===== src/verilog/mcu_pkg.sv =====
/*
 * Shared types, address map and register offsets for the MCU bus skeleton.
 * Every RTL module pulls these in through a wildcard import.
 */
package mcu_pkg;

  localparam int NUM_BANKS     = 2;
  localparam int BANK_WORDS    = 256;
  localparam int NUM_GPIO      = 32;
  localparam int NUM_GPIO_INTR = 8;

  typedef logic [31:0]                   addr_t;
  typedef logic [31:0]                   data_t;
  typedef logic [3:0]                    be_t;
  typedef logic [$clog2(BANK_WORDS)-1:0] word_idx_t;
  typedef logic [NUM_GPIO-1:0]           gpio_vec_t;
  typedef logic [NUM_GPIO_INTR-1:0]      intr_vec_t;

  // address map, ram bank picked by addr[10]
  localparam addr_t RAM_START   = 32'h0000_0000;
  localparam addr_t AO_START    = 32'h2000_0000;
  localparam addr_t GPIO_START  = 32'h3000_0000;
  localparam addr_t PERIPH_SPAN = 32'h0000_1000;

  // always-on block registers
  localparam addr_t EXIT_VALID_OFF   = 32'h0;
  localparam addr_t EXIT_VALUE_OFF   = 32'h4;
  localparam addr_t INTR_PENDING_OFF = 32'h8;
  localparam addr_t INTR_ENABLE_OFF  = 32'hC;

  // gpio registers
  localparam addr_t GPIO_IN_OFF      = 32'h0;
  localparam addr_t GPIO_OUT_OFF     = 32'h4;
  localparam addr_t GPIO_OE_OFF      = 32'h8;
  localparam addr_t GPIO_INTR_EN_OFF = 32'hC;

  localparam data_t UNMAPPED_RDATA = 32'hBADC_AB1E;

  typedef struct packed {
    logic  req;
    logic  we;
    be_t   be;
    addr_t addr;
    data_t wdata;
  } bus_req_t;

  typedef struct packed {
    logic  gnt;
    logic  rvalid;
    logic  err;
    data_t rdata;
  } bus_rsp_t;

  typedef struct packed {
    logic      valid;
    logic      we;
    be_t       be;
    word_idx_t offset;
    data_t     wdata;
  } tgt_req_t;

  typedef enum logic [2:0] {
    SEL_RAM0,
    SEL_RAM1,
    SEL_AO,
    SEL_GPIO,
    SEL_NONE
  } tgt_sel_e;

  // byte offset of a register to the word index a target sees
  function automatic word_idx_t reg_word(input addr_t off);
    return off[2 +: $bits(word_idx_t)];
  endfunction

endpackage


===== src/verilog/ao_peripheral_subsystem.sv =====
/*
 * Always-on block: exit registers and the fast interrupt collector.
 * GPIO events latch into pending and irq_fast_o flags any enabled pending bit.
 */
`timescale 1ns/1ps

module ao_peripheral_subsystem
  import mcu_pkg::*;
(
  input  logic      clk_i,
  input  logic      rst_i,
  input  tgt_req_t  req_i,
  output data_t     rdata_o,
  input  intr_vec_t gpio_intr_i,
  output logic      exit_valid_o,
  output data_t     exit_value_o,
  output logic      irq_fast_o
);

  logic      exit_valid_q;
  data_t     exit_value_q;
  intr_vec_t pending_q;
  intr_vec_t enable_q;
  intr_vec_t pending_clr;
  data_t     rdata_q;
  logic      wr;

  assign wr = req_i.valid && req_i.we;

  // write-one-to-clear that loses to a new event in the same cycle
  assign pending_clr = (wr && req_i.offset == reg_word(INTR_PENDING_OFF)) ?
                       req_i.wdata[NUM_GPIO_INTR-1:0] : '0;

  always_ff @(posedge clk_i) begin
    if (rst_i) begin
      exit_valid_q <= 1'b0;
      exit_value_q <= '0;
      pending_q    <= '0;
      enable_q     <= '0;
    end else begin
      pending_q <= (pending_q & ~pending_clr) | gpio_intr_i;
      if (wr) begin
        if (req_i.offset == reg_word(EXIT_VALID_OFF)) begin
          exit_valid_q <= req_i.wdata[0];
        end
        if (req_i.offset == reg_word(EXIT_VALUE_OFF)) begin
          exit_value_q <= req_i.wdata;
        end
        if (req_i.offset == reg_word(INTR_ENABLE_OFF)) begin
          enable_q <= req_i.wdata[NUM_GPIO_INTR-1:0];
        end
      end
    end
  end

  // unknown offsets read as zero
  always_ff @(posedge clk_i) begin
    if (req_i.valid && !req_i.we) begin
      unique case (req_i.offset)
        reg_word(EXIT_VALID_OFF):   rdata_q <= data_t'(exit_valid_q);
        reg_word(EXIT_VALUE_OFF):   rdata_q <= exit_value_q;
        reg_word(INTR_PENDING_OFF): rdata_q <= data_t'(pending_q);
        reg_word(INTR_ENABLE_OFF):  rdata_q <= data_t'(enable_q);
        default:                    rdata_q <= '0;
      endcase
    end
  end

  assign rdata_o      = rdata_q;
  assign exit_valid_o = exit_valid_q;
  assign exit_value_o = exit_value_q;
  assign irq_fast_o   = |(pending_q & enable_q);

  // a cleared enable with no enable write keeps the line low next cycle
  assert property (@(posedge clk_i) disable iff (rst_i)
    (enable_q == '0) && !(wr && req_i.offset == reg_word(INTR_ENABLE_OFF))
      |=> !irq_fast_o);

endmodule


===== config.mk =====
export PLATFORM = sky130hd
export DESIGN_NAME = ao_peripheral_subsystem
export DESIGN_NICKNAME = d
export VERILOG_FILES = /design/src/verilog/mcu_pkg.sv /design/src/verilog/ao_peripheral_subsystem.sv
export SDC_FILE = /design/constraint.sdc
export NUM_CORES = 1
export LEC_CHECK = 0
export ABC_AREA = 0
export BUFFER_PORTS_ARGS = -buffer_cell sky130_fd_sc_hd__buf_2
export CORE_ASPECT_RATIO = 1.4
export CORE_MARGIN = 2
export CORE_UTILIZATION = 40
export CTS_CLUSTER_DIAMETER = 200
export DETAILED_ROUTE_END_ITERATION = 6
export MAX_ROUTING_LAYER = met4
export PLACE_DENSITY = 0.66
export RECOVER_POWER = 25
export SYNTH_ARGS = -nofsm -noshare
export SYNTH_HDL_FRONTEND = slang
export SYNTH_SLANG_ARGS = --single-unit

===== constraint.sdc =====
create_clock -name clk_i -period 2.5 [get_ports clk_i]
set_input_delay 0.125 -clock clk_i [delete_from_list [all_inputs] [get_ports clk_i]]
set_output_delay 0.125 -clock clk_i [all_outputs]
set_load 0.03 [all_outputs]

# After elaboration in Yosys (flattened, before gate mapping)
# Index checks and enable logic that the tools add are counted.
totals:
  in_bits: 56
  output_inout_bits: 66
  register_bits: 81
  wordCells: 23
op_classes:
  eq_ne: 3
  n_reduce_logical: 9
  bitwise: 4
  mux: 2
ops:
  columns: ["op", "count"]
  rows:
  - ["$pmux 32 s4", 1]
  - ["$and 8x8->8", 2]
  - ["$eq 8x2->1 const B", 2]
  - ["$eq 8x1->1 const B", 1]
  - ["$logic_not 8->1", 1]
  - ["$mux 8", 1]
  - ["$not 8->8", 1]
  - ["$or 8x8->8", 1]
  - ["$reduce_or 8->1", 1]
  - ["$reduce_and 2->1", 3]
  - ["$logic_and 1x1->1", 3]
  - ["$logic_not 1->1", 1]

# Depth between registers and ports, before layout
depth:
  word_depth: 6
  ltp_mapped: 5
  mapped_depth_nobuf: 3

# Worst setup path before layout
# OpenSTA, ideal clock, no wires.
synth_path:
  path_type: "in2reg"
  from: "in req_i[44] (netlist bit)"
  to: "reg rdata_q[0], in the netlist rdata_o[0] (enable)"
  setup_time_ps: 425
  path_stages: 1
  t_required_ps: 2075
  path_buffers: 0
  arrival_time_ps: 1577
  setup_slack_ps: 497
  cell_sequence: "nor2b_1"
synth_between:
  elab_chain_cells: 2
synth_lines:
  columns: ["element", "line", "text"]
  rows:
  - ["start: declaration", "ao_peripheral_subsystem.sv:12", "input tgt_req_t req_i,"]
  - ["$logic_not 1->1", "ao_peripheral_subsystem.sv:58", "if (req_i.valid && !req_i.we) begin"]
  - ["$logic_and 1x1->1", "ao_peripheral_subsystem.sv:58", null]
  - ["end signal: assignment", "ao_peripheral_subsystem.sv:60", "reg_word(EXIT_VALID_OFF): rdata_q <= data_t'(exit_valid_q);"]
  - ["end signal: assignment", "ao_peripheral_subsystem.sv:61", "reg_word(EXIT_VALUE_OFF): rdata_q <= exit_value_q;"]
  - ["end signal: assignment", "ao_peripheral_subsystem.sv:62", "reg_word(INTR_PENDING_OFF): rdata_q <= data_t'(pending_q);"]
  - ["end: declaration", "ao_peripheral_subsystem.sv:25", "data_t rdata_q;"]
# No other way between the ends.
# A chain may end at the register's enable or synchronous reset.

# Worst setup path after layout
layout_path:
  from: "in req_i[45] (netlist bit)"
  to: "reg rdata_q[22], in the netlist rdata_o[22] (enable)"
layout_between:
  elab_chain_cells: 1
layout_lines:
  columns: ["element", "line"]
  rows:
  - ["$logic_and 1x1->1", "ao_peripheral_subsystem.sv:58"]
# No other way between the ends.

==> results.txt <==
GRT Total Usage -> 0.1782
Total negative slack -> 0 ns
Final setup vio count -> 0
Die W -> 84.11 um
Routability Congestion -> 0.8690
First-pass GRT wire length -> 13,200 um
Drt drc -> 0
Worst hold path class -> in2reg
Post-Syn Area -> 0.003593 mm^2
Multi-input combinational cell area -> 0.001523 mm^2
Synth Area per Inst -> 11.37 um^2
Placed Cells -> 526
YS warnings -> 0
Maxcap violations -> 1
Sw Share -> 0.2208
Placed Area -> 0.004279 mm^2
Synth unique cells -> 29
Seq pwr share -> 0.503
Largest net degree at the start of global routing -> 41
ANT nets after route -> 0
LEAKAGE -> 0.001809 uW
CTS tree -> done
Failing checks -> capacitance limit, slew limit
Starting DRT DRC Count -> 84
Total grt overflow -> 0
Vias -> 2,751
Overall routed net length -> 8122 um
Cells after synthesis -> 316
I/O pins -> 122
Worst flop-to-flop path startpoint -> enable_q[0]
Root Buffer -> clkbuf_16
Total chip power -> 2803 uW
Clock slew at reported path FFs -> 0.06 ns
P_sw -> 618.9 uW
Vias per Instance -> 5.066
Die area -> 0.009768 mm^2
Die Y -> 116.1 um
Worst R2R Path Depth -> 2
Iteration count of the initial detailed-routing pass -> 4
Sequential area share after synthesis -> 0.5404
CTS Buf Count -> 9
Cells on Worst Hold Path -> 2
Cell Pwr Density -> 619.6 mW/mm^2
H-tree depth -> 3
Initial antenna violation count -> 0
Crit path DAT -> 1.74 ns
Post-route clock period utilization -> 0.7312
Final Max Tran Viols -> 33
Std-Cell Rows -> 40
Initial Util -> 0.4150
Share of cells above drive strength 1 -> 0.3082
Clock network fraction of design power -> 0.418
Number of global-route vias before repair -> 2,655
Fmax -> 547.0 MHz
Post-CTS Setup Repair Bufs -> 0
Worst setup path start -> req_i[45]
Peak supply drop -> 0.0004072 V
Crit Path Max Fanout -> 32
Logic pwr share -> 0.079
Hold Crit Start -> req_i[2]
Hold WS -> 0.01236 ns
Layout net count -> 489
Final hold vios -> 0
Post-DP HPWL -> 5783 um
Design area -> 0.004523 mm^2
Core Area -> 0.008658 mm^2
Post-DR wirelength/cell -> 14.96 um
WP data required -> 2.41 ns
Input/output buffers -> 117
CP Launch Type -> input pin
Layout fillers -> 807
Slew margin rel. -> -0.2377
Critical path class -> in2reg
CTS Sinks -> 81
RSZ-0062 raised after global routing -> no
Status -> finished with violations
ANT cells -> 0
Register Area -> 0.001942 mm^2
Max Buffers Root-to-Sink -> 2
CP endpoint kind -> flop
Area delta synth->final -> 25.87%
Final min period -> 1.828 ns
Worst-Skew Late Latency -> 0.33 ns
Internal Power -> 2184 uW
Mapped Nets -> 372
FF+latch count, synth -> 81
Non-Filler Instances -> 543
Worst-Margin Slew -> 1.856 ns
Clock Skews -> 0.004884 ns
## worst max-delay path, stage by stage
cell and delay, ns:
clkbuf_1 0.12, nor2b_1 0.14, clkbuf_1 1.34
## cells in the mapped netlist (all sizes together)
master	n	area, um^2
nor4b	1	8.760
mux2	7	78.83
edfxtp	32	960.9
nand4	10	62.56
clkbuf	13	48.80
buf	7	50.04
a31oi	8	50.05
and4	1	8.760
nand2b	67	419.2
nor2b	2	12.51
a21oi	8	40.04
o21bai	8	60.06
or2	1	6.260
nor3	1	16.27
dfxtp	49	980.9
nor4	3	55.05
and2	24	150.1
nand2	2	7.510
inv	8	30.03
mux4	1	22.52
and3	1	6.260
nor2	9	33.78
a22oi	11	82.58
mux2i	33	330.3
or4	1	11.26
o31ai	8	60.06
## cell families after synthesis
family	count (synthesis)	synth area share
flops	81	0.5404
buf+inv	28	0.03586
mux	41	0.1201
simple gates	123	0.2221
compound gates	43	0.08148
## layout make-up
type                    count  share of cell area
multi-input cells         207              0.3367
clock buffers              15             0.05698
repair buffers            126              0.1405
inverters                   8            0.006639
clock inverters             1           0.0008299
flip-flops and latches     81              0.4293
well taps                 105             0.02905
## sequential cells by signal (all words and copies together), names as in the netlist
name          cells
rdata_o          32
exit_value_o     32
enable_q          8
exit_valid_o      1
pending_q         8
## metrics by stage
step,utilization,worst slack (ns)
after global placement,0.4942,0.6068
after detailed placement,0.4942,0.5654
after global routing,0.5224,0.5125
after floorplan,-,0.4973
final,0.5224,0.6720
after CTS,0.5256,0.9140
## final timing paths
kind / to / slack, ns
hold reg to reg: enable_q[7] / 0.48
hold / removal: pending_q[2] / 0.01
setup / recovery: rdata_o[22] / 0.67
setup reg to reg: rdata_o[0] / 1.29
## cells in the final DEF, fill, tap and decap left out, types with 2 or more instances in the layout
master     count
buf_2        104
nand2b_1      67
dfxtp_1       49
mux2i_1       33
edfxtp_1      32
and2_1        24
clkbuf_1      19
a22oi_1       11
nand4_1       10
nor2_1         9
clkbuf_16      9
inv_1          8
o21bai_1       8
a31oi_1        8
o31ai_1        8
a21oi_1        8
mux2_2         7
buf_4          7
nand2_1        2
nor2b_1        2
nor4_4         2
## per-layer routing
metal | track usage | vias to the layer above | wire length [um]
met5 | - | - | 0
li1 | - | 1349 | -
met2 | 0.3042 | 89 | 4221
met3 | 0.03887 | 11 | 444
met1 | 0.2021 | 1302 | 3328
met4 | 0.07742 | 0 | 129
## timing repair
item | in CTS | in global routing
hold buffers | 1 | 0
endpoints found under the hold margin | 1 | 0
endpoints found under the setup margin | 0 | 0
gates resized for setup | 0 | 0
## power by group through the flow
stage | clock (uW) | sequential [uW] | combinational (uW)
4_1_cts | 1200 | 1410 | 227
5_1_grt | 1260 | 1410 | 240
2_1_floorplan | 0 | 1480 | 94.5
3_3_place_gp | 0 | 1440 | 221
3_5_place_dp | 0 | 1440 | 225
6_report | 1170 | 1410 | 220
Power figures use the tool's default switching activity.
