===== src/verilog/mcu_pkg.sv =====
/*
 * Shared types, address map and register offsets for the MCU bus skeleton.
 * Every RTL module pulls these in through a wildcard import.
 */
package mcu_pkg;

  localparam int NUM_BANKS     = 2;
  localparam int BANK_WORDS    = 256;
  localparam int NUM_GPIO      = 32;
  localparam int NUM_GPIO_INTR = 8;

  typedef logic [31:0]                   addr_t;
  typedef logic [31:0]                   data_t;
  typedef logic [3:0]                    be_t;
  typedef logic [$clog2(BANK_WORDS)-1:0] word_idx_t;
  typedef logic [NUM_GPIO-1:0]           gpio_vec_t;
  typedef logic [NUM_GPIO_INTR-1:0]      intr_vec_t;

  // address map, ram bank picked by addr[10]
  localparam addr_t RAM_START   = 32'h0000_0000;
  localparam addr_t AO_START    = 32'h2000_0000;
  localparam addr_t GPIO_START  = 32'h3000_0000;
  localparam addr_t PERIPH_SPAN = 32'h0000_1000;

  // always-on block registers
  localparam addr_t EXIT_VALID_OFF   = 32'h0;
  localparam addr_t EXIT_VALUE_OFF   = 32'h4;
  localparam addr_t INTR_PENDING_OFF = 32'h8;
  localparam addr_t INTR_ENABLE_OFF  = 32'hC;

  // gpio registers
  localparam addr_t GPIO_IN_OFF      = 32'h0;
  localparam addr_t GPIO_OUT_OFF     = 32'h4;
  localparam addr_t GPIO_OE_OFF      = 32'h8;
  localparam addr_t GPIO_INTR_EN_OFF = 32'hC;

  localparam data_t UNMAPPED_RDATA = 32'hBADC_AB1E;

  typedef struct packed {
    logic  req;
    logic  we;
    be_t   be;
    addr_t addr;
    data_t wdata;
  } bus_req_t;

  typedef struct packed {
    logic  gnt;
    logic  rvalid;
    logic  err;
    data_t rdata;
  } bus_rsp_t;

  typedef struct packed {
    logic      valid;
    logic      we;
    be_t       be;
    word_idx_t offset;
    data_t     wdata;
  } tgt_req_t;

  typedef enum logic [2:0] {
    SEL_RAM0,
    SEL_RAM1,
    SEL_AO,
    SEL_GPIO,
    SEL_NONE
  } tgt_sel_e;

  // byte offset of a register to the word index a target sees
  function automatic word_idx_t reg_word(input addr_t off);
    return off[2 +: $bits(word_idx_t)];
  endfunction

endpackage


===== src/verilog/system_bus.sv =====
/*
 * Single-master system bus. Decodes the address, forwards the request to one
 * target and returns the response one cycle after acceptance.
 */
`timescale 1ns/1ps

module system_bus
  import mcu_pkg::*;
(
  input  logic                     clk_i,
  input  logic                     rst_i,
  input  bus_req_t                 master_req_i,
  output bus_rsp_t                 master_rsp_o,
  output tgt_req_t [NUM_BANKS-1:0] ram_req_o,
  input  data_t    [NUM_BANKS-1:0] ram_rdata_i,
  output tgt_req_t                 ao_req_o,
  input  data_t                    ao_rdata_i,
  output tgt_req_t                 gpio_req_o,
  input  data_t                    gpio_rdata_i
);

  logic     gnt_q;
  logic     accept;
  logic     valid_q;
  logic     we_q;
  tgt_sel_e sel;
  tgt_sel_e sel_q;
  data_t    rdata;

  function automatic tgt_req_t fwd(input logic hit, input bus_req_t r);
    tgt_req_t t;
    t.valid  = hit;
    t.we     = r.we;
    t.be     = r.be;
    t.offset = r.addr[2 +: $bits(word_idx_t)];
    t.wdata  = r.wdata;
    return t;
  endfunction

  assign accept = master_req_i.req && gnt_q;

  always_comb begin
    sel = SEL_NONE;
    if ((master_req_i.addr - RAM_START) < addr_t'(NUM_BANKS * BANK_WORDS * 4)) begin
      // bank select sits right above the word index
      sel = master_req_i.addr[10] ? SEL_RAM1 : SEL_RAM0;
    end else if ((master_req_i.addr - AO_START) < PERIPH_SPAN) begin
      sel = SEL_AO;
    end else if ((master_req_i.addr - GPIO_START) < PERIPH_SPAN) begin
      sel = SEL_GPIO;
    end
  end

  assign ram_req_o[0] = fwd(accept && (sel == SEL_RAM0), master_req_i);
  assign ram_req_o[1] = fwd(accept && (sel == SEL_RAM1), master_req_i);
  assign ao_req_o     = fwd(accept && (sel == SEL_AO), master_req_i);
  assign gpio_req_o   = fwd(accept && (sel == SEL_GPIO), master_req_i);

  always_ff @(posedge clk_i) begin
    if (rst_i) begin
      gnt_q   <= 1'b0;
      valid_q <= 1'b0;
      we_q    <= 1'b0;
      sel_q   <= SEL_NONE;
    end else begin
      gnt_q   <= 1'b1;
      valid_q <= accept;
      if (accept) begin
        we_q  <= master_req_i.we;
        sel_q <= sel;
      end
    end
  end

  // writes answer with zero data
  always_comb begin
    rdata = '0;
    if (valid_q && !we_q) begin
      unique case (sel_q)
        SEL_RAM0: rdata = ram_rdata_i[0];
        SEL_RAM1: rdata = ram_rdata_i[1];
        SEL_AO:   rdata = ao_rdata_i;
        SEL_GPIO: rdata = gpio_rdata_i;
        default:  rdata = UNMAPPED_RDATA;
      endcase
    end
  end

  assign master_rsp_o.gnt    = gnt_q;
  assign master_rsp_o.rvalid = valid_q;
  assign master_rsp_o.err    = valid_q && (sel_q == SEL_NONE);
  assign master_rsp_o.rdata  = rdata;

  // responses follow an accepted request and flag err when no target took it
  assert property (@(posedge clk_i) disable iff (rst_i)
    master_rsp_o.rvalid |-> $past(accept) && (master_rsp_o.err ==
      !$past(ram_req_o[0].valid || ram_req_o[1].valid || ao_req_o.valid ||
             gpio_req_o.valid)));

endmodule


===== config.mk =====
export PLATFORM = sky130hd
export DESIGN_NAME = system_bus
export DESIGN_NICKNAME = d
export VERILOG_FILES = /design/src/verilog/mcu_pkg.sv /design/src/verilog/system_bus.sv
export SDC_FILE = /design/constraint.sdc
export NUM_CORES = 1
export LEC_CHECK = 0
export ABC_AREA = 1
export BUFFER_PORTS_ARGS = -buffer_cell sky130_fd_sc_hd__buf_2
export CORE_AREA = 4 4 159 161
export CTS_CLUSTER_DIAMETER = 120
export DETAILED_ROUTE_END_ITERATION = 8
export DIE_AREA = 0 0 163 165
export GPL_ROUTABILITY_DRIVEN = 1
export PLACE_DENSITY = 0.43
export SYNTH_ARGS = -nofsm -noshare
export SYNTH_HDL_FRONTEND = slang
export SYNTH_SLANG_ARGS = --single-unit

===== constraint.sdc =====
create_clock -name clk_i -period 6.2 [get_ports clk_i]
set_input_delay 1.86 -clock clk_i [delete_from_list [all_inputs] [get_ports clk_i]]
set_output_delay 1.86 -clock clk_i [all_outputs]
set_load 0.005 [all_outputs]

; Word level (Yosys, flattened, before mapping)
; Cells that the tools add are included.
[word_totals]
mem_bits_ro = 0
wordCells = 33
latch_bits = 0
mem_bits_rw = 0
mem_count = 0
inputBits = 200
reg_bits = 6
out_inout_bits = 219
[op_classes]
bitwise = 0
div_mod_pow = 0
multipliers = 0
n_lt_le_gt_ge = 3
n_eq_ne = 7
n_shift = 0
n_mux = 7
n_addsub = 2
reduce_logical = 10
[ops]
columns = operator, count
row1 = $pmux W32 S4, 1
row2 = $lt A32 B13 Y1 const B, 2
row3 = $sub A32 B30 Y32 const B, 2
row4 = $lt A32 B12 Y1 const B, 1
row5 = $mux W32, 1
row6 = $eq A3 B2 Y1 const B, 4
row7 = $mux W3, 3
row8 = $logic_and A1 B1 Y1, 7
row9 = $eq A3 B1 Y1 const B, 2
row10 = $logic_not A3 Y1, 2
row11 = $eq A3 B3 Y1 const B, 1
row12 = $mux W1, 2
row13 = $logic_not A1 Y1, 1

; Logic depth before layout (Yosys ltp)
; Gate-level depths: netlist of the first run.
[depth]
depth_word = 7
mapped_depth = 11
depth_no_buf = 11

; Worst setup path after synthesis of the first run
; No wires, ideal clock.
[synth_path]
path_type = in2out
from = input port master_req_i[62] (netlist bit)
to = output port ao_req_o[45] (netlist bit)
arrival_ns = 2.705
n_path_buf = 0
path_slack_ns = 1.635
stages = 10
t_required_ns = 4.340
path_cell_list = inv_1 > ha_1 > nand2_1 > nor2_1 > nand2_1 > nor2_1 > nand2_1 > nand2_1 > nand2_1 > nor2_1
[synth_rtl]
columns = item, line_no
row1 = from (decl), system_bus.sv:12  ; input bus_req_t master_req_i,
row2 = to (decl), system_bus.sv:16  ; output tgt_req_t ao_req_o,

==> impl_results.md, run 1 <==
- Status: completed
- R2R Path Start: sel_q[0]$_SDFFE_PP0P_
- Post-detail-place hpwl: 9.16 mm
- # clock sinks: 6
- Vias/cell: roughly 3.5
- Post-synth EDFFs: 0
- WHS: 489 ps
- Worst Setup End Kind: primary output
- H-tree depth: 1
- Ant. Diodes: 0
- Reg2reg end: sel_q[0]$_SDFFE_PP0P_
- Wirelength, routed: 11.4 mm
- Drt first pass iters: 4
- Mapped cell area: 2920 sq um
- Via count: 2818
- Most common cell in the synthesized netlist: buf_4
- CTS Buffer Depth: 2
- Post-Place Cell Area: approximately 2800 sq um
- Total track usage: roughly 7.4%
- Final setup viols: 0
- Final Max Tran Viols: 0
- Clk root buf: clkbuf_16
- Cts repair resizes: 0
- Hold crit path type: reg2reg
- Placed instance count: between 700 and 800
- Worst stage delay on the critical path: ~160 ps
- I/O pin count: around 420
- Ys flop type: dfxtp_1
- CP dominant cell by count: nand2_1
- Clock buffers created by TritonCTS: 3
- Worst-path fanout max: 5
- Area contributors post-synth: buf_4, nand2_1, a21oi_1
- Maximum vdd drop: 42.6 uV
- Slowest cell on the critical path: ha_1
- Max-Cap Viols: 0
- Post-CTS setup buffers: 0
- Post-synth top cells: buf_4, nand2_1, nor2_1, a21oi_1, inv_1
- Critical Path Start: master_req_i[62]
- Final hold viol count: 0
- Initial Util: 12.2%
- Final clock skew: 0.970 ps
- Lkg Pwr: 0.00143 uW
- Net Count, Synth: 678
- GP Congestion: 0.678
- Crit path max-delay family: simple AND/OR/NAND/NOR gates
- CP bufs+invs: 3
- Clock Latency Late Sink: 220 ps
- Number of global-route vias before repair: 2781
- FF-to-FF setup slack: 5000 ps
- CP required: between 4000 and 5000 ps
- Top-area cell type share of the netlist area: a little under half
- Core ar.: 24000 sq um
- Async SR Flop Fraction: 0%
- Die height: about 170 um
- Port Buf Inserts: a little under 200
- FILL cells: 2855
- CTS tree: built
- Clock-pin slew of the registers on the worst-case setup and hold paths: ~30 ps
- Fmax: 203 MHz
- Worst reg2reg path depth: 4
- Fraction of layout instances using a drive strength above 1: 44.5%
- CP cell instances: buf_2, inv_1, ha_1, nand2_1, nand3b_1, nand2_1, nor2_1, nand2_1, nand2_1, nand2_1, nor2_1, buf_2
- Routed WL per cell: approximately 14 um
- Hold path endpoint: we_q$_SDFFE_PP0P_
- Post-route ant nets: 0
- Reg area: around 120 sq um
- Global-route wire length before repair: 15.6 mm
- Chip width: 163 um
- Sequential area share after synthesis: under 10%
- RSZ-0062 raised after global routing: no
- DR iter-0 viols: 108
- Largest net degree at the start of global routing: 33
- Row count: 57
- Startpoint Class: input pin
- Period utilization: between 70% and 80%
- Post-synth cell types: 25
- Grt total ovfl: 0
- FF+latch count, synth: 6
- Nets: 678
- Data arrival, critical path: 3060 ps
- Relative slew slack: a little over two fifths
- Hold_sp: we_q$_SDFFE_PP0P_
- PD cells: roughly 85 nW/um^2
- Post-layout min period: 4920 ps
- Post-synth top area cell: buf_4
- # hold bufs at CTS: 0
- Syn_area_per_cell: 6.12 sq um
- Worst-Margin Slew: 851 ps
- Multi-input gate area: between 1000 and 1500 sq um
- Synthesis-to-finish area growth: -0.515%
- Crit path depth: 12
- Final Instance Area: 2900 sq um
- YS warnings: 0
- Initial antenna violation count: 1
- Mapped Cells: 476
- Hold path cells: 2
- Setup CP Type: in2out
- Post-Layout Cell Count: 798
- DIE AREA: approximately 27000 sq um
- Setup tns final: 0 ps
- DRC violations left: 0
-- report_power, final --
| part | internal (uW) | leakage (uW) | switching (uW) |
|---|---|---|---|
| logic | 50.5 | 0.00135 | 48.9 |
| clock network | 82.6 | 0.0000370 | 20.2 |
| registers | 40.7 | 0.0000494 | 2.76 |
| total | 174 | 0.00143 | 71.9 |
-- metal layers --
layer,up-vias,GRT usage [%],share of wire [%]
met2,243,12.3,45
met3,44,3.82,16
li1,1360,-,-
met5,-,0,0
met1,1171,7.95,35
met4,0,3.01,3.9
-- kinds of logic (layout without fill, tap and decap cells) --
group	after synthesis	count (layout)	share of synthesized area, %
buf+inv	243	241	56.6
flops	6	6	4.12
xor+xnor	1	1	0.300
compound gates	76	76	15.8
fa+ha+maj	2	2	0.858
simple gates	148	148	22.3
-- sequential cells by signal, indices dropped and copies added, names as in the netlist --
name and count:
we_q 1, gnt_q 1, sel_q 3, valid_q 1
-- layout make-up --
cell class                      count  area share [%]
Multi-Input combinational cell    227            39.5
Clock buffer                        3            2.59
Sequential cell                     6            4.14
Tap cell                          324            14.0
Timing Repair Buffer              200            34.9
Inverter                           38            4.96
-- cells in the final DEF, fill, tap and decap left out --
| master | count |
|---|---|
| nand3_2 | 1 |
| or2_1 | 1 |
| nand3b_1 | 1 |
| nand4_1 | 16 |
| buf_4 | 4 |
| nor2_1 | 43 |
| a41oi_2 | 1 |
| nor2_4 | 1 |
| nand2_1 | 68 |
| a21oi_1 | 41 |
| nand3_4 | 1 |
| o21ai_0 | 3 |
| nand3_1 | 15 |
| inv_1 | 34 |
| inv_2 | 3 |
| clkinv_2 | 1 |
| nor4_1 | 1 |
| buf_2 | 196 |
| clkbuf_16 | 3 |
| xnor2_1 | 1 |
| dfxtp_1 | 6 |
| a41oi_1 | 12 |
| ha_1 | 2 |
| a31oi_1 | 19 |
-- through the flow --
stage                     power (uW)  utilization, %  setup WS (ps)
final                            246            12.1           1280
after global routing             264            12.1           1070
after CTS                        250            12.1           1250
after detailed placement         145            11.8           1250
after global placement           145            11.8           1270
after floorplan                  173               -           1640
-- worst reg2reg max path, stage by stage (launching register included) --
cell	delay, ps
dfxtp_1	720
inv_2	120
a21oi_1	150
o21ai_0	90
inv_1	60
-- worst max-delay path by stage --
stage | to | slack [ps]
floorplan | ao_req_o[45] | 1640
global placement | ao_req_o[45] | 1270
detailed placement | ao_req_o[45] | 1250
CTS | ao_req_o[45] | 1250
global route | ao_req_o[45] | 1070
finish | ao_req_o[45] | 1280
Note: power is estimated with default switching activity, not from simulation.
==> run 2: changes to the inputs <==
CORE_AREA = 4 4 160 162   (was 4 4 159 161)
DIE_AREA = 0 0 164 166   (was 0 0 163 165)
PLACE_DENSITY = 0.44   (was 0.43)
clock period = 4 ns   (was 6.2 ns; I/O delays follow)
==> run 2 against run 1 <==
  * Flip-flop and latch count unchanged
  * Sequential share of layout area decreased by 0.053 points
  * Total power increased by 57%
  * Clock power increased by 54%
  * Hold slack improved by 24 ps
  * Largest cell class unchanged
  * Highest routed layer is now met5
==> impl_results.md, run 2 (same netlist as run 1, synthesis figures left out) <==
- DRC violations left: 0 (unchanged)
- Post-route ant nets: 0 (unchanged)
- WHS: 514 ps (+24.5 ps)
- H-tree depth: 1 (unchanged)
- PnR worst setup slack: 400 ps (-881 ps)
- Sequential Power Share: 17.5% (-0.2 points)
- Fmax: about 280 MHz
- CTS tree: built
- Post-layout min period: 3600 ps
- Data arrival, critical path: 2400 ps (-660 ps)
- Port Buf Inserts: 196 (unchanged)
- Met3 routed WL: 1.59 mm (-10%)
- Die height: 166 um (+0.61%)
- Final clock skew: 0.372 ps (-0.598 ps)
- Status: completed
- Clock buffers created by TritonCTS: 3 (unchanged)
- Final setup viols: 0 (unchanged)
- Setup CP Type: in2out
- Startpoint Class: input pin
- Worst Setup End Kind: primary output
- Total track usage: 7.13% (-0.27 points)
- Comb pwr share: 41.1% (+0.6 points)
- Post-Layout Cell Count: 803 (+0.63%)
- Most common cell after layout, fill and taps aside: buf_2
- Max-Cap Viols: 0 (unchanged)
- Routed WL per cell: 13.8 um (-3.3%)
- Initial Util: 12.1% (-0.072 points)
- Biggest register: sel_q
- Wirelength, routed: 11.1 mm (-2.7%)
- DIE AREA: 27200 sq um (+1.2%)
- Most frequent cells in the layout: buf_2, nand2_1, nor2_1, a21oi_1, inv_1
- Placement Setup Slack: 402 ps (-851 ps)
- Chip width: 164 um (+0.61%)
- Worst-Margin Slew: 684 ps (-166 ps)
- CP required: 2800 ps (-1540 ps)
- # clock sinks: 6 (unchanged)
- Via count: 2807 (-0.39%)
- Crit path max-delay family: simple AND/OR/NAND/NOR gates
- Metal2 WL: 5.02 mm (-2.3%)
- Final Max Tran Viols: 0 (unchanged)
- Setup tns final: 0 ps (unchanged)
- FILL cells: 2887 (+1.1%)
- Placed instance count: 800 (+0.63%)
- Core ar.: 24100 sq um (+0.60%)
- Post-CTS setup buffers: 0 (unchanged)
- Nets: 683 (+0.74%)
- Ant. Diodes: 0 (unchanged)
- Clock Latency Late Sink: 220 ps (about the same)
- Fraction of layout instances using a drive strength above 1: 45.1% (+0.58 points)
- Clk pwr share: 41.4% (-0.5 points)
- Met1 Wirelength: 4.05 mm (+0.52%)
- Max reg flops: 3 (unchanged)
- Global-route wire length before repair: 15.2 mm (-2.4%)
- Slowest cell on the critical path: ha_1
- Vias/cell: 3.50 (-1.0%)
- Largest net degree at the start of global routing: 33 (unchanged)
- CP bufs+invs: 3 (unchanged)
- Final Instance Area: 2940 sq um (+1.3%)
- Synthesis-to-finish area growth: 0.773%
- Top Metal Used: met5
- GP Congestion: 0.719 (+6.0%)
- NetSw: 113 uW (+57%)
- Grt total ovfl: 0 (unchanged)
- Worst-path fanout max: 5 (unchanged)
- Period utilization: 90.0%
- Clock-pin slew of the registers on the worst-case setup and hold paths: 30 ps (about the same)
- RSZ-0062 raised after global routing: no
- Maximum vdd drop: 91.8 uV (+120%)
- DR iter-0 viols: 178 (+65%)
- # hold bufs at CTS: 0 (unchanged)
- Hold crit path type: reg2reg
- Post-detail-place hpwl: 8.83 mm (-3.6%)
- Relative slew slack: 54.3% (+11 points)
- Initial antenna violation count: 0 (-1)
- PD cells: 131 nW/um^2 (+55%)
- Lkg Pwr: 0.00146 uW (+1.7%)
- Drt first pass iters: 5 (+1)
- Worst stage delay on the critical path: 160 ps (about the same)
- CP dominant cell by count: nand2_1
- Number of global-route vias before repair: 2549 (-8.3%)
- CTS Buffer Depth: 2 (unchanged)
- Sw frac: 29.3% (+0.070 points)
- Clk root buf: clkbuf_16
- Row count: 57 (unchanged)
- Post-Place Cell Area: 2860 sq um (+1.3%)
- CP cell instances: buf_2, inv_1, ha_1, nand2_1, nand3b_1, nand2_1, nor2_1, nand2_1, nand2_1, nand2_1, nor2_1, buf_2
- Int Power: 272 uW (+57%)
- Cts repair resizes: 0 (unchanged)
- Final hold viol count: 0 (unchanged)
- I/O pin count: 419 (unchanged)
-- run 2: cell types whose count changed in the layout (fill, tap and decap cells not counted), sizes merged --
| cell | before | now |
|---|---|---|
| buf | 200 | 205 |
-- run 2: tightest hold or removal path, delay by kind of cell (launching register included) --
family	cells	cell delay, ps
AND/OR/NAND/NOR	2	150
flip-flops	1	320
-- run 2: power by group through the flow --
stage          Clock, uW  Combinational [uW]  Sequential (uW)
3_3_place_gp           0                 160             68.3
3_5_place_dp           0                 160             68.3
4_1_cts              164                 161             67.4
5_1_grt              167                 177             67.9
6_report             159                 158             67.5
2_1_floorplan          0                 203             65.0
-- run 2: area by class of cell --
| cell class | instances | area, sq um | share of cell area [%] |
|---|---|---|---|
| Tap cell | 324 | 405 | 13.8 |
| Sequential cell | 6 | 120 | 4.09 |
| Inverter | 38 | 144 | 4.90 |
| Timing Repair Buffer | 205 | 1050 | 35.7 |
| Clock buffer | 3 | 75.1 | 2.56 |
| Multi-Input combinational cell | 227 | 1140 | 39.0 |
-- run 2: path summary, 6_finish.rpt --
kind / startpoint / end / slack (ps) / depth (start not counted)
max: master_req_i[62] / ao_req_o[45] / 400 / 12
min: we_q$_SDFFE_PP0P_ / we_q$_SDFFE_PP0P_ / 510 / 2
max reg2reg: sel_q[0]$_SDFFE_PP0P_ / sel_q[0]$_SDFFE_PP0P_ / 2830 / 4
min reg2reg: we_q$_SDFFE_PP0P_ / we_q$_SDFFE_PP0P_ / 510 / 2
-- run 2: through the flow --
stage | total power [uW] | util (%)
3_5_place_dp | 229 | 11.9
5_1_grt | 412 | 12.2
6_report | 385 | 12.2
4_1_cts | 392 | 12.2
2_1_floorplan | 268 | -
3_3_place_gp | 229 | 11.9
-- run 2: layer usage --
metal / vias up / GRT usage, %
met3: 41 / 3.00
met5: - / 1.45
met4: 2 / 2.63
met1: 1155 / 7.88
li1: 1372 / -
met2: 237 / 12.0
