**src/verilog/mcu_pkg.sv**
```systemverilog
/*
 * Shared types, address map and register offsets for the MCU bus skeleton.
 * Every RTL module pulls these in through a wildcard import.
 */
package mcu_pkg;

  localparam int NUM_BANKS     = 2;
  localparam int BANK_WORDS    = 256;
  localparam int NUM_GPIO      = 32;
  localparam int NUM_GPIO_INTR = 8;

  typedef logic [31:0]                   addr_t;
  typedef logic [31:0]                   data_t;
  typedef logic [3:0]                    be_t;
  typedef logic [$clog2(BANK_WORDS)-1:0] word_idx_t;
  typedef logic [NUM_GPIO-1:0]           gpio_vec_t;
  typedef logic [NUM_GPIO_INTR-1:0]      intr_vec_t;

  // address map, ram bank picked by addr[10]
  localparam addr_t RAM_START   = 32'h0000_0000;
  localparam addr_t AO_START    = 32'h2000_0000;
  localparam addr_t GPIO_START  = 32'h3000_0000;
  localparam addr_t PERIPH_SPAN = 32'h0000_1000;

  // always-on block registers
  localparam addr_t EXIT_VALID_OFF   = 32'h0;
  localparam addr_t EXIT_VALUE_OFF   = 32'h4;
  localparam addr_t INTR_PENDING_OFF = 32'h8;
  localparam addr_t INTR_ENABLE_OFF  = 32'hC;

  // gpio registers
  localparam addr_t GPIO_IN_OFF      = 32'h0;
  localparam addr_t GPIO_OUT_OFF     = 32'h4;
  localparam addr_t GPIO_OE_OFF      = 32'h8;
  localparam addr_t GPIO_INTR_EN_OFF = 32'hC;

  localparam data_t UNMAPPED_RDATA = 32'hBADC_AB1E;

  typedef struct packed {
    logic  req;
    logic  we;
    be_t   be;
    addr_t addr;
    data_t wdata;
  } bus_req_t;

  typedef struct packed {
    logic  gnt;
    logic  rvalid;
    logic  err;
    data_t rdata;
  } bus_rsp_t;

  typedef struct packed {
    logic      valid;
    logic      we;
    be_t       be;
    word_idx_t offset;
    data_t     wdata;
  } tgt_req_t;

  typedef enum logic [2:0] {
    SEL_RAM0,
    SEL_RAM1,
    SEL_AO,
    SEL_GPIO,
    SEL_NONE
  } tgt_sel_e;

  // byte offset of a register to the word index a target sees
  function automatic word_idx_t reg_word(input addr_t off);
    return off[2 +: $bits(word_idx_t)];
  endfunction

endpackage

```
**src/verilog/gpio.sv**
```systemverilog
/*
 * 32-pin GPIO with output and output-enable registers, synchronized inputs
 * and rising-edge interrupt events on the low pins.
 */
`timescale 1ns/1ps

module gpio
  import mcu_pkg::*;
(
  input  logic      clk_i,
  input  logic      rst_i,
  input  tgt_req_t  req_i,
  output data_t     rdata_o,
  input  gpio_vec_t gpio_i,
  output gpio_vec_t gpio_o,
  output gpio_vec_t gpio_oe_o,
  output intr_vec_t gpio_intr_o
);

  gpio_vec_t out_q;
  gpio_vec_t oe_q;
  intr_vec_t intr_en_q;
  gpio_vec_t sync1_q;
  gpio_vec_t sync2_q;
  intr_vec_t prev_q;
  data_t     rdata_q;
  logic      wr;

  assign wr = req_i.valid && req_i.we;

  always_ff @(posedge clk_i) begin
    if (rst_i) begin
      out_q     <= '0;
      oe_q      <= '0;
      intr_en_q <= '0;
      sync1_q   <= '0;
      sync2_q   <= '0;
      prev_q    <= '0;
    end else begin
      // two-flop synchronizer and history for edge detect
      sync1_q <= gpio_i;
      sync2_q <= sync1_q;
      prev_q  <= sync2_q[NUM_GPIO_INTR-1:0];
      if (wr && req_i.offset == reg_word(GPIO_OUT_OFF)) begin
        out_q <= req_i.wdata;
      end
      if (wr && req_i.offset == reg_word(GPIO_OE_OFF)) begin
        oe_q <= req_i.wdata;
      end
      if (wr && req_i.offset == reg_word(GPIO_INTR_EN_OFF)) begin
        intr_en_q <= req_i.wdata[NUM_GPIO_INTR-1:0];
      end
    end
  end

  always_ff @(posedge clk_i) begin
    if (req_i.valid && !req_i.we) begin
      unique case (req_i.offset)
        reg_word(GPIO_IN_OFF):      rdata_q <= sync2_q;
        reg_word(GPIO_OUT_OFF):     rdata_q <= out_q;
        reg_word(GPIO_OE_OFF):      rdata_q <= oe_q;
        reg_word(GPIO_INTR_EN_OFF): rdata_q <= data_t'(intr_en_q);
        default:                    rdata_q <= '0;
      endcase
    end
  end

  assign rdata_o     = rdata_q;
  assign gpio_o      = out_q;
  assign gpio_oe_o   = oe_q;
  assign gpio_intr_o = sync2_q[NUM_GPIO_INTR-1:0] & ~prev_q & intr_en_q;

  // events need an enabled pin that was low on the cycle before
  assert property (@(posedge clk_i) disable iff (rst_i)
    (gpio_intr_o & ~(intr_en_q & ~$past(sync2_q[NUM_GPIO_INTR-1:0]))) == '0);

endmodule

```
**config.mk**
```make
export PLATFORM = sky130hd
export DESIGN_NAME = gpio
export DESIGN_NICKNAME = d
export VERILOG_FILES = /design/src/verilog/mcu_pkg.sv /design/src/verilog/gpio.sv
export SDC_FILE = /design/constraint.sdc
export NUM_CORES = 1
export LEC_CHECK = 0
export BUFFER_PORTS_ARGS = -buffer_cell sky130_fd_sc_hd__buf_2
export CAP_MARGIN = 20
export CORE_MARGIN = 2
export CORE_UTILIZATION = 56
export DETAILED_ROUTE_END_ITERATION = 16
export PLACE_DENSITY = 0.83
export SLEW_MARGIN = 20
export SYNTH_ARGS = -nofsm -noshare
export SYNTH_HDL_FRONTEND = slang
export SYNTH_SLANG_ARGS = --single-unit
```
**constraint.sdc**
```tcl
create_clock -name clk_i -period 4.86 [get_ports clk_i]
set_clock_uncertainty 0.1 [all_clocks]
set_input_delay 0.243 -clock clk_i [delete_from_list [all_inputs] [get_ports clk_i]]
set_output_delay 0.243 -clock clk_i [all_outputs]
set_load 0.005 [all_outputs]
```
* Word level (Yosys, flattened, before mapping)
Index checks and enable logic that the tools add are counted.
** Word-level totals
- Bits in registers :: 176
- Logic and storage cells :: 21
** Cells by class
- Bitwise logic cells :: 3
- Eq/ne operators :: 3
- Reduce and logical (&&, ||, !) cells :: 7
- Muxes and demuxes :: 1
** Operators with widths (count)
- 32-bit case mux with 4 select lines :: 1
- 8-bit AND :: 2
- 8-bit by 2-bit == test with 1-bit output (second input constant) :: 2
- 8-bit by 1-bit == test with 1-bit output (second input constant) :: 1
- 8-bit zero test :: 1
- 8-bit inverter :: 1
- 1-bit logical AND :: 5
- 1-bit zero test :: 1

* Depth between registers and ports, before layout
Gate-level depths: netlist of the first run.
- Depth in word-level cells :: 3
- Depth in mapped cells :: 7
- Mapped depth without buffers :: 3

* Worst setup path after synthesis of the first run
OpenSTA, ideal clock, no wires.
- Path kind :: in2reg
- Start point :: input port req_i[44] in the netlist's numbering
- End point :: register rdata_q[0], in the netlist rdata_o[0] (enable)
- Data required time :: 4.335 ns
- Slack :: 2.639 ns
- Stages :: 1
- Arrival time :: 1.695 ns
- Buffers on the path :: 0
- Cells stage by stage :: nor2b_1
** On the way
- Word-level cells in the longest chain between the ends :: 2
** RTL lines
- from (decl) :: RTL line gpio.sv:12 : input tgt_req_t req_i,
- 1-bit zero test :: RTL line gpio.sv:57 : if (req_i.valid && !req_i.we) begin
- 1-bit logical AND :: RTL line gpio.sv:57
- to (signal assigned) :: RTL line gpio.sv:59 : reg_word(GPIO_IN_OFF): rdata_q <= sync2_q;
- to (signal assigned) :: RTL line gpio.sv:60 : reg_word(GPIO_OUT_OFF): rdata_q <= out_q;
- to (signal assigned) :: RTL line gpio.sv:61 : reg_word(GPIO_OE_OFF): rdata_q <= oe_q;
- to (decl) :: RTL line gpio.sv:26 : data_t rdata_q;
No other way between the ends.
A chain may end at the register's enable or synchronous reset.

* Worst setup path in the final report of the first run
- Start point :: input port req_i[33] in the netlist's numbering
- End point :: register oe_q[10], in the netlist gpio_oe_o[10]
** On the way
- Word-level cells in the longest chain between the ends :: 2
** RTL lines
- 8-bit by 2-bit == test with 1-bit output :: RTL line gpio.sv:47 : if (wr && req_i.offset == reg_word(GPIO_OE_OFF)) begin
- 1-bit logical AND :: RTL line gpio.sv:47
- to (signal assigned) :: RTL line gpio.sv:48 : oe_q <= req_i.wdata;
- to (decl) :: RTL line gpio.sv:21 : gpio_vec_t oe_q;
No other way between the ends.

==> impl_metrics.ini, run 1 <==
[grt]
grt_max_degree = 122
grt_pass1_wl_um = 25000
grt_pass1_vias = 5038
grt_usage_pct = 24.8
grt_overflow = 0
antenna_found_initial = 0

[power_and_ir_drop]
internal_power_mw = 2.46
power_density_nw_per_um2 = 354
netSwitchingFraction_pct = 20.5
switching_power_mw = 0.632
seqPwrFrac_pct = 49.5
vdd_drop_max_mv = 0.263
total_power_mw = 3.09
pwr-share-comb_pct = 6.0
clock_power_share_pct = 44.4
power_leakage_nw = 3.93

[drt]
vias_per_cell = 5.24
num_vias = 4922
drtIter0Drc = 294
first_pass_iters = 5
routed_wl_um = 15900
wl_per_cell_um = 16.9
drc = 0
ant_nets = 0

[place]
io_buffers = 179
placed_cells = 874
dp_hpwl_um = 10100
gp_routability_congestion = 0.830

[cells_and_area]
drive_gt1_share_pct = 28.8
regArea_sq_um = 3840
final_cell_count_no_fill = 940
fillCellCount = 840
area_delta_synth_final_pct = 27.2
num_antenna_cells = 0
final_util_pct = 72.9
layout.nets = 861
multi_input_area_sq_um = 2780

[timing]
period_share_pct = 52.0
rsz0062_at_grt = no
finalHoldViolations = 0
worst_pin_slew_ps = 1080
period_minus_slack_ps = 2530
drv_slew = 0
maxSlewHeadroom_pct = 28.0
max_freq_ghz = 0.395
setup_tns_ps = 0
finalSetupViolations = 0

[hold_path]
holdCritPathClass = primary input to flop
whs_path_depth = 3

[worst_setup_path]
critPathSlowestCell = nor2b_4
path_cells = buf_2 > buf_4 > nor2b_4 > nand4_1 > buf_4 > mux2i_1
slowest_delay_ps = 700
start_kind = primary input
r2r_cells = 2
cp.arrival_ps = 2720
cp_top_family = simple AND/OR/NAND/NOR gates
cp_num_buf_inv = 3
cp_common_cell = buf_4
required_ps = 5060
worstSetupPathDepth = 6
cp-end-kind = flop
r2r_slack_ps = 3530
crit_type = primary input to flop
cp_max_fo = 35

[clock_network]
clkTransAtPathRegs_ps = 60
clock_sinks = 176
root_buffer = clkbuf_16
h-tree-depth = 4
cts_buffer_depth = 2
cts_buffers = 17
post_cts_buffers = 0
cts_tree = yes
clk_latency_ps = 420

[synth]
yosysWarnings = 0
syn_inst = 582
syn_nets = 662
synth.area.top_cells = dfxtp_1 (42%), mux2i_1 (14%), edfxtp_1 (14%)
ys_seq_area_share_pct = 56.0
synth.distinct_cells = 24
synth.largest_area_cell = dfxtp_1
avgSynthCellArea_sq_um = 11.8
synth_top_area_share_pct = 42.0
synth_seq_cells = 176
syn_area_sq_um = 6860

[flow_run]
drv_cap = 0

[floorplan]
ios = 184
num_rows = 40
start_util_pct = 57.4
core-area_sq_um = 12000
die_h_um = 115
die_width_um = 115
dieArea_sq_um = 13200

[status]
outcome = finished clean
worst min-delay path, cell delays in order:
cell,delay (ps)
buf_2,100
nand2b_1,70
mux2i_1,70
kinds of logic after synthesis:
family | count (synthesis) | synth area share, %
muxes | 104 | 16.6
buffers and inverters | 41 | 3.52
and+or+nand+nor | 237 | 20.8
DFF | 176 | 56.0
AOI/OAI and AO/OA | 24 | 3.06
metal layers:
metal / global-route usage [%] / up-vias / routed length [um]
met2: 42.7 / 167 / 8110
li1: - / 2354 / -
met4: 11.4 / 0 / 401
met1: 29.3 / 2374 / 6570
met3: 5.88 / 27 / 821
met5: 0 / - / 0
stage by stage:
stage / area (sq um) / setup slack [ps] / hold slack [ps]
final: 8720 / 2330 / 14.8
after global routing: 8720 / 2170 / 7.91
after CTS: 8710 / 2310 / 4.56
after detailed placement: 7760 / 1840 / 320
after global placement: 7760 / 1900 / 318
after floorplan: 6860 / 2640 / 271
state kept, by name, summed over array words and instances (netlist names):
name,flops
gpio_o,32
gpio_oe_o,32
intr_en_q,8
prev_q,8
rdata_o,32
sync1_q,32
sync2_q,32
cell usage after synthesis:
library cell / number
and3_1: 9
nand2_1: 9
nand4_1: 1
a2bb2oi_1: 24
nand4_4: 1
and4b_1: 1
nor4_4: 1
buf_1: 3
nand3_2: 1
buf_4: 6
nor2b_1: 73
and4_1: 1
nor2b_4: 1
buf_2: 4
and2_1: 2
mux2i_1: 96
mux4_2: 8
nor2_1: 33
edfxtp_1: 32
clkbuf_1: 21
buf_6: 5
dfxtp_1: 144
buf_8: 2
nand2b_1: 104
layout make-up:
| class | count | share of cell area (%) |
|---|---|---|
| clock buffer | 25 | 6.30 |
| clock inverter | 6 | 0.717 |
| multi-input combinational | 365 | 31.9 |
| sequential | 176 | 44.1 |
| tap | 147 | 2.11 |
| timing repair buffer | 221 | 14.9 |
power groups by stage:
| stage | clock network, mW | logic [mW] | registers, mW |
|---|---|---|---|
| after floorplan | 0 | 0.0987 | 1.56 |
| after global placement | 0 | 0.159 | 1.56 |
| after detailed placement | 0 | 0.164 | 1.56 |
| after CTS | 1.39 | 0.186 | 1.53 |
| after global routing | 1.45 | 0.201 | 1.53 |
| final | 1.37 | 0.186 | 1.53 |
worst paths after layout:
path | from | to
min | req_i[29] | gpio_oe_o[29]
max reg2reg | gpio_oe_o[5] | rdata_o[5]
max | req_i[33] | gpio_oe_o[10]
min reg2reg | sync1_q[13] | sync2_q[13]
placed cells by master, fill, tap and decap left out:
cell type	instances
nand2_1	9
clkbuf_8	3
and4b_1	1
mux2i_1	96
nand4_4	1
mux4_2	8
clkbuf_16	20
nor2b_4	2
clkinv_2	1
buf_2	178
nand3_2	1
dfxtp_1	144
edfxtp_1	32
and4_1	1
nand4_1	1
inv_4	3
clkbuf_1	2
and2_1	2
and3_1	9
a2bb2oi_1	24
nor2b_1	72
nor4_4	1
buf_4	8
clkinv_4	1
nand2b_1	104
dlygate4sd3_1	35
bufinv_16	1
nor2_1	33
repair_timing:
item,CTS,global route
gates resized for setup,0,0
hold buffers,34,1
hold endpoints to repair,35,1
Note: power is estimated with default switching activity, not from simulation.
==> run 2: changes to the inputs <==
- CORE_UTILIZATION: 56 -> 52
- PLACE_DENSITY: 0.83 -> 0.78
- clock period: 4.86 -> 2.6 ns (I/O delays scaled with it)
==> run 2 against run 1 <==
Effect of this change:
- worst setup slack lost 1300 ps
- cell count grew 6.9%
- combinational power grew 110%
- largest cell class unchanged
==> impl_metrics.ini, run 2 (synthesis gave the netlist of run 1 again) <==
[power_and_ir_drop]
vdd_drop_max_mv = 0.404
power_density_nw_per_um2 = 624
power_leakage_nw = 4.07

[floorplan]
num_rows = 41
start_util_pct = 53.7
die_h_um = 119
die_width_um = 119
ios = 184
dieArea_sq_um = 14100
core-area_sq_um = 12800

[drt]
routed_wl_um = 16400
vias_per_cell = 5.02
ant_nets = 0
drtIter0Drc = 282
num_vias = 5047
first_pass_iters = 4
wl_per_cell_um = 16.3
drc = 0

[cells_and_area]
area_delta_synth_final_pct = 32.7
regArea_sq_um = 3840
multi_input_area_sq_um = 2780
drive_gt1_share_pct = 28.2
num_antenna_cells = 0
final_common_cell = buf_2
final_cell_mix = buf_2 (178), dfxtp_1 (144), nand2b_1 (104), mux2i_1 (96), nor2b_1 (72)
fillCellCount = 870
layout.nets = 900
final_area_sq_um = 9100

[worst_setup_path]
reg2reg_from = intr_en_q[3]
cp_max_fo = 17
crit_type = primary input to flop
r2r_cells = 2
cp.arrival_ps = 1850
rr_endpoint = rdata_o[3]
cp-end-kind = flop
r2r_slack_ps = 1250
start_kind = primary input
required_ps = 2840

[timing]
finalSetupViolations = 0
rsz0062_at_grt = no
max_freq_ghz = 0.620
finalHoldViolations = 0
maxSlewHeadroom_pct = 63.7
period_share_pct = 62.1
period_minus_slack_ps = 1610
setup_tns_ps = 0
worst_pin_slew_ps = 542
drv_slew = 0

[grt]
grt_pass1_vias = 5191
grt_usage_pct = 23.8
grt_overflow = 0
grt_pass1_wl_um = 26000
grt_max_degree = 62
antenna_found_initial = 0

[hold_path]
min_from = req_i[38]
holdCritPathClass = primary input to flop
whs_path_depth = 4
min_to = gpio_oe_o[11]

[clock_network]
cts_tree = yes
clk_latency_ps = 420
cts_buffers = 17
clock_sinks = 176
clkTransAtPathRegs_ps = 60
h-tree-depth = 4
cts_buffer_depth = 2
root_buffer = clkbuf_16

[place]
io_buffers = 179
gp_routability_congestion = 0.808
placed_area_sq_um = 7890
dp_hpwl_um = 10600

[status]
outcome = finished clean

[flow_run]
drv_cap = 0
## run 2: timing repair
item / CTS / global route
resized for setup: 0 / 0
endpoints found under the hold margin: 114 / 0
hold buffers: 65 / 0
buffers inserted: 0 / 0
## run 2: power breakdown
part | internal [mW] | switching (mW)
clock network | 1.43 | 0.996
registers | 2.84 | 0.0197
logic | 0.225 | 0.170
## run 2: how the worst max path moves through the flow
stage	from	end	slack (ps)
floorplan	req_i[44]	rdata_o[0]	490
global placement	req_i[32]	rdata_o[0]	840
detailed placement	req_i[33]	rdata_o[3]	810
CTS	req_i[44]	gpio_o[31]	980
global route	req_i[44]	gpio_o[31]	920
finish	req_i[44]	gpio_o[31]	990
## run 2: through the flow
| step | hold WS (ps) | setup WS [ps] | util, % | cells | power [mW] |
|---|---|---|---|---|---|
| final | 22.8 | 987 | 71.3 | 1005 | 5.68 |
| after floorplan | 158 | 492 | - | 582 | 3.11 |
| after global routing | 25.3 | 923 | 71.3 | 1005 | 5.87 |
| after detailed placement | 242 | 812 | 61.7 | 908 | 3.24 |
| after global placement | 239 | 835 | 61.7 | 908 | 3.23 |
| after CTS | 9.81 | 978 | 71.3 | 1005 | 5.72 |
## run 2: layout make-up
cell class / count / share of cell area, %
flip-flops and latches: 176 / 42.2
multi-input cells: 365 / 30.6
repair buffers: 260 / 18.6
clock buffers: 21 / 4.95
well taps: 172 / 2.36
clock inverters: 11 / 1.26
## run 2: metal layers
layer  vias up  GRT usage [%]  wire length, um
li1       2441              -                -
met5         -              0                0
met4         0           12.3              551
met2       149           41.3             8360
met3        38           6.13              838
met1      2419           26.8             6660
## run 2: critical path, cell delays in order
cell	delay (ps)
dlygate4sd3_1	520
buf_2	140
and4b_1	230
and3_1	210
buf_4	370
mux2i_1	250
==> run 3: changes to the inputs <==
- clock period: 2.6 -> 1.6 ns (I/O delays scaled with it)
==> run 3 against run 2 <==
Effect of this change:
- critical path depth unchanged
- clock power increased by 67%
- first-iteration DRC count decreased by 3.5%
- sequential cell count unchanged
- combinational power increased by 68%
==> impl_metrics.ini, run 3 (synthesis gave the netlist of run 1 again) <==
[cells_and_area]
final_area_sq_um = 9250
num_antenna_cells = 0
final_cell_mix = buf_2 (178), dfxtp_1 (144), nand2b_1 (104), mux2i_1 (96), nor2b_1 (72)
layout.nets = 904
drive_gt1_share_pct = 29.0
area_delta_synth_final_pct = 34.8
final_common_cell = buf_2

[place]
gp_routability_congestion = 0.857
placed_area_sq_um = 8000
io_buffers = 179
dp_hpwl_um = 10500

[worst_setup_path]
path_cells = dlygate4sd3_1 > buf_2 > and2_1 > and4_1 > buf_12 > mux2i_1
cp_max_fo = 14
crit_type = primary input to flop
critPathSlowestCell = dlygate4sd3_1
slowest_delay_ps = 520
cp.arrival_ps = 1650
cp_num_buf_inv = 3
cp_top_family = buffers and inverters
required_ps = 1840
start_kind = primary input
cp-end-kind = flop

[clock_network]
cts_resized = 0
cts_buffers = 17
clk_latency_ps = 420
cts_buffer_depth = 2
h-tree-depth = 4
post_cts_buffers = 0
cts_tree = yes
clkTransAtPathRegs_ps = 70
clock_sinks = 176
root_buffer = clkbuf_16

[floorplan]
start_util_pct = 53.7
die_width_um = 119
core-area_sq_um = 12800
num_rows = 41
ios = 184
dieArea_sq_um = 14100
die_h_um = 119

[timing]
drv_slew = 0
finalSetupViolations = 0
finalHoldViolations = 0
worst_pin_slew_ps = 445
period_share_pct = 88.2
maxSlewHeadroom_pct = 70.1
period_minus_slack_ps = 1410
rsz0062_at_grt = no
max_freq_ghz = 0.709
fin_hold_ws_ps = 52.3

[grt]
grt_max_degree = 94
grt_overflow = 0
antenna_found_initial = 0
grt_usage_pct = 23.4
grt_pass1_wl_um = 25900
grt_pass1_vias = 5108

[drt]
vias_per_cell = 4.98
wl_per_cell_um = 16.2
first_pass_iters = 5
ant_nets = 0
drc = 0
num_vias = 5026
routed_wl_um = 16300
drtIter0Drc = 272

[power_and_ir_drop]
clock_power_share_pct = 43.3
internal_power_mw = 7.36
switching_power_mw = 2.01
power_leakage_nw = 4.15
pwr-share-comb_pct = 7.1
vdd_drop_max_mv = 0.729
seqPwrFrac_pct = 49.7
netSwitchingFraction_pct = 21.5
power_density_nw_per_um2 = 1010

[status]
outcome = finished clean

[flow_run]
drv_cap = 0

[hold_path]
holdCritPathClass = primary input to flop
run 3: layer usage:
metal	track usage, %	up-vias	part of all wire, %
met2	41.3	168	52
met3	5.22	25	4.9
met1	27.2	2390	41
met5	0	-	0
li1	-	2443	-
met4	10.2	0	2.1
run 3: per-stage QoR:
stage                     util [%]  setup WS [ps]  total power, mW  cells  setup TNS [ps]
after floorplan                  -            137             5.05    582               0
after global placement        62.6           96.5             5.27    911               0
after detailed placement      62.6          -4.15             5.28    911           -5.13
after CTS                     72.4           34.0             9.42   1009               0
after global routing          72.4            133             9.68   1009               0
final                         72.4            189             9.37   1009               0
run 3: power groups by stage:
stage          registers (mW)  clock network (mW)  logic (mW)
2_1_floorplan            4.75                   0       0.300
3_3_place_gp             4.75                   0       0.522
3_5_place_dp             4.75                   0       0.531
4_1_cts                  4.65                4.11       0.657
5_1_grt                  4.66                4.31       0.709
6_report                 4.65                4.06       0.661
run 3: path summary, 6_finish.rpt:
path,start,end,slack [ps],depth (start not counted)
min reg2reg,sync1_q[24],sync2_q[24],330,1
max,req_i[44],gpio_oe_o[28],190,6
max reg2reg,sync2_q[1],rdata_o[1],250,2
min,rst_i,sync2_q[23],50,3
run 3: area by class of cell:
class,count,area (sq um)
multi-input combinational,365,2780
clock inverter,10,67.6
clock buffer,22,528
tap,172,215
fill,882,3520
timing repair buffer,264,1810
sequential,176,3840
run 3: what timing repair did:
action	4_1_cts	5_1_grt
endpoints found under the hold margin	108	4
hold buffers	66	1
endpoints found under the setup margin	0	4
run 3: worst min-delay path: stages:
cell and delay (ps):
buf_4 130, buf_12 190, nor2b_1 120
